===== src/rtl/rv32_settings.svh =====
// ~~~~~~~~~~~~~~~~~~~~~~~~~~~~~~
// Build-time settings of the MEM stage.
// RAM depth is given as log2 of words.
// mhartid is fixed at build time.
// ~~~~~~~~~~~~~~~~~~~~~~~~~~~~~~

`ifndef RV32_SETTINGS_SVH
`define RV32_SETTINGS_SVH

// Data RAM depth, log2 of the number of 32-bit words.
// 10 gives 4 KiB of data memory.
`define DMEM_ADDR_BITS 10

// Value that reads back from mhartid.
// Single-hart core, so hart 0.
`define MHARTID_VALUE 32'h0000_0000

`endif


===== src/rtl/rv_priv_pkg.sv =====
// ~~~~~~~~~~~~~~~~~~~~~~~~~~~~~~
// Machine-mode trap and CSR encodings.
// Trap causes are 4 bits, so no interrupt flag.
// Only four CSRs exist.
// ~~~~~~~~~~~~~~~~~~~~~~~~~~~~~~

package rv_priv_pkg;

    // Synchronous exception causes, as in mcause.
    // Causes from earlier stages pass as raw values.
    typedef enum logic [3:0] {
        CAUSE_INSN_MISALIGNED  = 4'd0,
        CAUSE_INSN_ACCESS      = 4'd1,
        CAUSE_ILLEGAL_INSN     = 4'd2,
        CAUSE_BREAKPOINT       = 4'd3,
        CAUSE_LOAD_MISALIGNED  = 4'd4,
        CAUSE_LOAD_ACCESS      = 4'd5,
        CAUSE_STORE_MISALIGNED = 4'd6,
        CAUSE_STORE_ACCESS     = 4'd7,
        CAUSE_ECALL_M          = 4'd11
    } trap_cause_e;

    // Implemented CSR addresses.
    // Top bits 11 mark the read-only ones.
    typedef enum logic [11:0] {
        CSR_MISA     = 12'h301,
        CSR_MTVEC    = 12'h305,
        CSR_MSCRATCH = 12'h340,
        CSR_MHARTID  = 12'hF14
    } csr_addr_e;

    // CSR operation, funct3 bits 1:0.
    // 00 is unused here.
    typedef enum logic [1:0] {
        CSR_OP_NONE  = 2'b00,
        CSR_OP_WRITE = 2'b01,
        CSR_OP_SET   = 2'b10,
        CSR_OP_CLEAR = 2'b11
    } csr_op_e;

endpackage


===== src/rtl/data_bus_if.sv =====
// ~~~~~~~~~~~~~~~~~~~~~~~~~~~~~~
// Stage-side buses to the RAM and CSR file.
// Each instance carries one of the two.
// All reads are combinational.
// ~~~~~~~~~~~~~~~~~~~~~~~~~~~~~~

interface data_bus_if;

    // Data RAM side.
    // Word index, byte lane data and enables.
    logic [29:0] addr;
    logic [31:0] wdata;
    logic [3:0]  wmask;
    logic        we;

    // Read data, shared by both buses.
    logic [31:0] rdata;

    // CSR side.
    logic                 en;
    logic [11:0]          csr_addr;
    rv_priv_pkg::csr_op_e op;
    logic [31:0]          operand;
    logic                 illegal;

    modport controller (output addr, wdata, wmask, we, input rdata);
    modport memory     (input addr, wdata, wmask, we, output rdata);

    modport requester (output en, csr_addr, op, operand, input rdata, illegal);
    modport responder (input en, csr_addr, op, operand, output rdata, illegal);

endinterface


===== src/rtl/csr_file.sv =====
// ~~~~~~~~~~~~~~~~~~~~~~~~~~~~~~
// Machine CSRs: mscratch, mtvec, mhartid, misa.
// mtvec is direct mode only.
// Illegal accesses are ignored here, trapped by the stage.
// ~~~~~~~~~~~~~~~~~~~~~~~~~~~~~~

`include "rv32_settings.svh"

module csr_file (
    input  logic          clk,
    input  logic          rst,
    data_bus_if.responder csr
);

    // RV32I: MXL = 1, I bit set.
    localparam logic [31:0] MISA_VALUE = 32'h4000_0100;

    logic [31:0] mscratch;
    logic [31:0] mtvec;
    logic        known;
    logic        read_only;
    logic        writes;
    logic [31:0] new_val;

    // Address decode and old value.
    always_comb begin
        known     = 1'b1;
        read_only = 1'b0;
        case (csr.csr_addr)
            rv_priv_pkg::CSR_MSCRATCH: begin
                csr.rdata = mscratch;
            end
            rv_priv_pkg::CSR_MTVEC: begin
                csr.rdata = mtvec;
            end
            rv_priv_pkg::CSR_MHARTID: begin
                csr.rdata = `MHARTID_VALUE;
                read_only = 1'b1;
            end
            rv_priv_pkg::CSR_MISA: begin
                csr.rdata = MISA_VALUE;
                read_only = 1'b1;
            end
            default: begin
                csr.rdata = 32'h0;
                known     = 1'b0;
            end
        endcase
    end

    // Set or clear of nothing is a pure read.
    assign writes      = csr.op == rv_priv_pkg::CSR_OP_WRITE || csr.operand != 32'h0;
    assign csr.illegal = !known || (read_only && writes);

    // Read-modify-write.
    always_comb begin
        case (csr.op)
            rv_priv_pkg::CSR_OP_SET:   new_val = csr.rdata | csr.operand;
            rv_priv_pkg::CSR_OP_CLEAR: new_val = csr.rdata & ~csr.operand;
            default:                   new_val = csr.operand;
        endcase
    end

    always_ff @(posedge clk) begin
        if (rst) begin
            mscratch <= 32'h0;
            mtvec    <= 32'h0;
        end else if (csr.en && !csr.illegal) begin
            if (csr.csr_addr == rv_priv_pkg::CSR_MSCRATCH) begin
                mscratch <= new_val;
            end
            // Base must be word aligned.
            if (csr.csr_addr == rv_priv_pkg::CSR_MTVEC) begin
                mtvec <= {new_val[31:2], 2'b00};
            end
        end
    end

    // Registers only move on a commit strobe from the stage.
    assert property (@(posedge clk) disable iff (rst)
        !csr.en |=> $stable(mscratch) && $stable(mtvec));

endmodule


===== src/flat_wrapper.sv =====
// flat-port wrapper written by rule: the top's interface ports become plain ports
module csr_file_flat 
  (clk, rst, csr_en, csr_csr_addr, csr_op, csr_operand, csr_rdata, csr_illegal);
  data_bus_if csr_i ();
  input  logic clk;
  input  logic rst;
  input wire logic [$bits(csr_i.en)-1:0] csr_en;
  input wire logic [$bits(csr_i.csr_addr)-1:0] csr_csr_addr;
  input wire logic [$bits(csr_i.op)-1:0] csr_op;
  input wire logic [$bits(csr_i.operand)-1:0] csr_operand;
  output wire logic [$bits(csr_i.rdata)-1:0] csr_rdata;
  output wire logic [$bits(csr_i.illegal)-1:0] csr_illegal;
  assign csr_i.en = csr_en;
  assign csr_i.csr_addr = csr_csr_addr;
  assign csr_i.op = csr_op;
  assign csr_i.operand = csr_operand;
  assign csr_rdata = csr_i.rdata;
  assign csr_illegal = csr_i.illegal;
  csr_file u_core (.clk(clk), .rst(rst), .csr(csr_i));
endmodule

===== config.mk =====
export PLATFORM = sky130hd
export DESIGN_NAME = csr_file_flat
export DESIGN_NICKNAME = d
export VERILOG_FILES = /design/src/rtl/rv_priv_pkg.sv /design/src/rtl/data_bus_if.sv /design/src/rtl/csr_file.sv /design/src/flat_wrapper.sv
export VERILOG_INCLUDE_DIRS = /design/src /design/src/rtl
export SDC_FILE = /design/constraint.sdc
export NUM_CORES = 1
export LEC_CHECK = 0
export BUFFER_PORTS_ARGS = -buffer_cell sky130_fd_sc_hd__buf_2
export CAP_MARGIN = 15
export CORE_ASPECT_RATIO = 1.5
export CORE_MARGIN = 2
export CORE_UTILIZATION = 59
export DETAILED_ROUTE_END_ITERATION = 6
export PLACE_DENSITY_LB_ADDON = 0.15
export SLEW_MARGIN = 20
export SYNTH_ARGS = -nofsm -noshare
export SYNTH_HDL_FRONTEND = slang
export SYNTH_SLANG_ARGS = --single-unit

===== constraint.sdc =====
create_clock -name clk -period 5.45 [get_ports clk]
set_clock_uncertainty 0.05 [all_clocks]
set_input_delay 0.8175 -clock clk [delete_from_list [all_inputs] [get_ports clk]]
set_output_delay 0.8175 -clock clk [all_outputs]
set_load 0.005 [all_outputs]

==> impl_metrics.py <==
metrics = {
    "power_and_ir_drop": {
        "seqPwrFrac_pct": 46.6,
        "power_mw": 0.972,
        "p_per_area_mw_per_mm2": 222,
        "p_switching_mw": 0.256,
        "p_sw_share_pct": 26.3,
        "power_frac_comb_pct": 10.9,
        "vdd_ir_drop_max_mv": 0.149,
        "leakagePower_nw": 1.77,
        "p_clk_share_pct": 42.5,
        "internal_power_mw": 0.716,
    },
    "clock_network": {
        "post_cts_buffers": 0,
        "clk_latency_ns": 0.34,
        "cts_tree": "done",
        "htreeDepth": 3,
        "cts_made_buffers": 9,
        "cts_max_path_buffers": 2,
        "ctsHoldBuffers": 0,
        "clkSinkCount": 62,
        "clk_pin_slew_ns": 0.08,
        "cts-root-buf": "clkbuf_8",
        "ctsResizeCount": 0,
    },
    "final_layout": {
        "finalNonFillerCells": 596,
        "post-route-util_pct": 68.4,
        "syn_to_final_growth_pct": 13.4,
        "register_area_mm2": 0.00124,
        "multi_input_area_mm2": 0.00238,
        "finalNetCount": 564,
        "diodes": 0,
        "fill_cells": 550,
        "drive_gt1_share_pct": 21.7,
    },
    "synth": {
        "synth.area.top_cells": "dfxtp_1 (32%), o31ai_1 (11%), a221oi_1 (6.4%)",
        "async_flop_share_pct": 0,
        "synth_nets": 511,
        "synth-seq-cells": 62,
        "ys_warn_count": 0,
        "ys_seq_area_share_pct": 32.2,
        "synth_top_cell_area_share_pct": 32.2,
        "synth_common_cells": "dfxtp_1 (62), o31ai_1 (56), nand2_1 (36), a21oi_1 (33), o21ai_0 (33)",
        "synth.avg_cell_area_um2": 8.35,
        "syn-cell-area_mm2": 0.00386,
        "synth_edf_count": 0,
        "synth_top_flop_cell": "dfxtp_1",
        "ys_types": 35,
        "synth_area_leader_cell": "dfxtp_1",
        "syn_inst": 462,
        "yosysMostFrequentCell": "dfxtp_1",
    },
    "die": {
        "rows": 36,
        "die_y_um": 103,
        "initial_core_util_pct": 60.3,
        "fp.dieW_um": 70.0,
        "die_area_mm2": 0.00721,
        "core_mm2": 0.00640,
        "io_pins": 82,
    },
    "timing": {
        "tightestPinTransition_ns": 1.12,
        "setup_viol": 0,
        "timing.fmax_ghz": 0.255,
        "period_share_pct": 71.8,
        "grt_setup_unrepaired": "false",
        "period_minus_slack_ns": 3.92,
        "setup_slack_ns": 1.53,
        "slew_violations": 0,
        "slew_headroom_pct": 25.5,
        "fin_tns_setup_ns": 0,
        "hold_viol_final": 0,
    },
    "place": {
        "preCtsSetupSlack_ns": 1.55,
        "gp_congestion": 0.837,
        "hpwl_um": 6970,
        "dp_cells": 580,
        "portBuffers": 81,
    },
    "drt": {
        "drt_iter0_markers": 359,
        "ant_nets": 0,
        "dr.pass1.iters": 5,
        "wire_per_inst_um": 18.8,
        "finalWirelength_um": 11200,
        "vias": 4035,
        "drcViolationCount": 0,
        "avgViaCountPerCell": 6.77,
    },
    "worst_hold_path": {
        "min_path_type": "reg2reg",
    },
    "worst_setup_path": {
        "crit_required_ns": 4.58,
        "path_max_fanout": 24,
        "reg2reg_slack_ns": 4.17,
        "worst_ep_arrival_time_ns": 3.05,
        "end_kind": "output port",
        "critical_path.startpoint_type": "input port",
        "path_class": "in2out",
    },
    "global_route": {
        "grt_max_degree": 64,
        "grt_overflow": 0,
        "antenna_found_initial": 0,
        "grt_first_pass_wirelength_um": 18200,
        "grt_usage_pct": 31.3,
        "grt_pass1_vias": 3670,
    },
    "outcome": {
        "status": "completed",
    },
    "flow_run": {
        "maxCapViolCount": 0,
    },
}
[logic make-up (layout without fill, tap and decap cells)]
| family | after synthesis | in the layout | share of synthesized area [%] |
|---|---|---|---|
| AOI/OAI and AO/OA | 240 | 240 | 44.4 |
| and+or+nand+nor | 113 | 113 | 16.5 |
| DFF | 62 | 62 | 32.2 |
| buffers and inverters | 46 | 104 | 6.58 |
| muxes | 1 | 1 | 0.292 |
[registers in the layout, summed over array words and instances (netlist names)]
| signal | cells |
|---|---|
| u_core.mtvec | 30 |
| u_core.mscratch | 32 |
[cell type report]
cell class,count,share of cell area [%]
inverters,1,0.0858
multi-input cells,354,54.5
clock buffers,11,3.23
repair buffers,87,10.3
clock inverters,5,1.34
flip-flops and latches,62,28.4
well taps,76,2.17
[stage by stage]
stage	area, um^2	hold WS (ns)
floorplan	3860	0.395
global placement	4170	0.405
detailed placement	4170	0.424
CTS	4370	0.435
global route	4370	0.447
finish	4370	0.439
[final timing paths]
path	endpoint	startpoint	depth (start not counted)
worst min-delay path	u_core.mscratch[9]$_SDFFE_PP0P_	u_core.mscratch[9]$_SDFFE_PP0P_	2
worst max-delay path	csr_illegal	csr_csr_addr[1]	7
worst min register to register	u_core.mscratch[9]$_SDFFE_PP0P_	u_core.mscratch[9]$_SDFFE_PP0P_	2
worst max register to register	u_core.mscratch[8]$_SDFFE_PP0P_	u_core.mscratch[8]$_SDFFE_PP0P_	4
[layout by cell type, fill, tap and decap left out, drive strengths merged, types with 2 or more instances in the layout]
master	n
a211oi	4
a21boi	28
a21o	28
a21oi	33
a221oi	28
a22o	28
and2	6
and3b	2
and4bb	2
buf	87
clkbuf	11
clkinv	2
clkinvlp	2
dfxtp	62
nand2	37
nand2b	2
nand3	3
nand4	3
nand4b	2
nor2	9
nor2b	32
nor4	10
o21ai	33
o221a	2
o31ai	56
[power by group through the flow]
stage               logic, mW  registers [mW]  clock network, mW
floorplan              0.0574           0.463                  0
finish                  0.105           0.453              0.413
CTS                     0.104           0.453              0.413
global route            0.116           0.453              0.436
global placement        0.102           0.463                  0
detailed placement      0.103           0.463                  0
[worst max-delay path: stages]
cell	delay, ns
buf_2	0.10
or4_4	0.58
nor4bb_4	0.65
buf_4	0.42
nor2_1	0.06
mux2_2	0.28
buf_2	0.12
[routing by layer]
layer  vias to the layer above  GRT usage [%]  share of wire, %
met3                        20           6.26               7.9
li1                       1896              -                 -
met2                       198           49.3                48
met5                         -              0                 0
met4                         0           14.8               2.2
met1                      1921           41.3                42
Note: power is estimated with default switching activity, not from simulation.
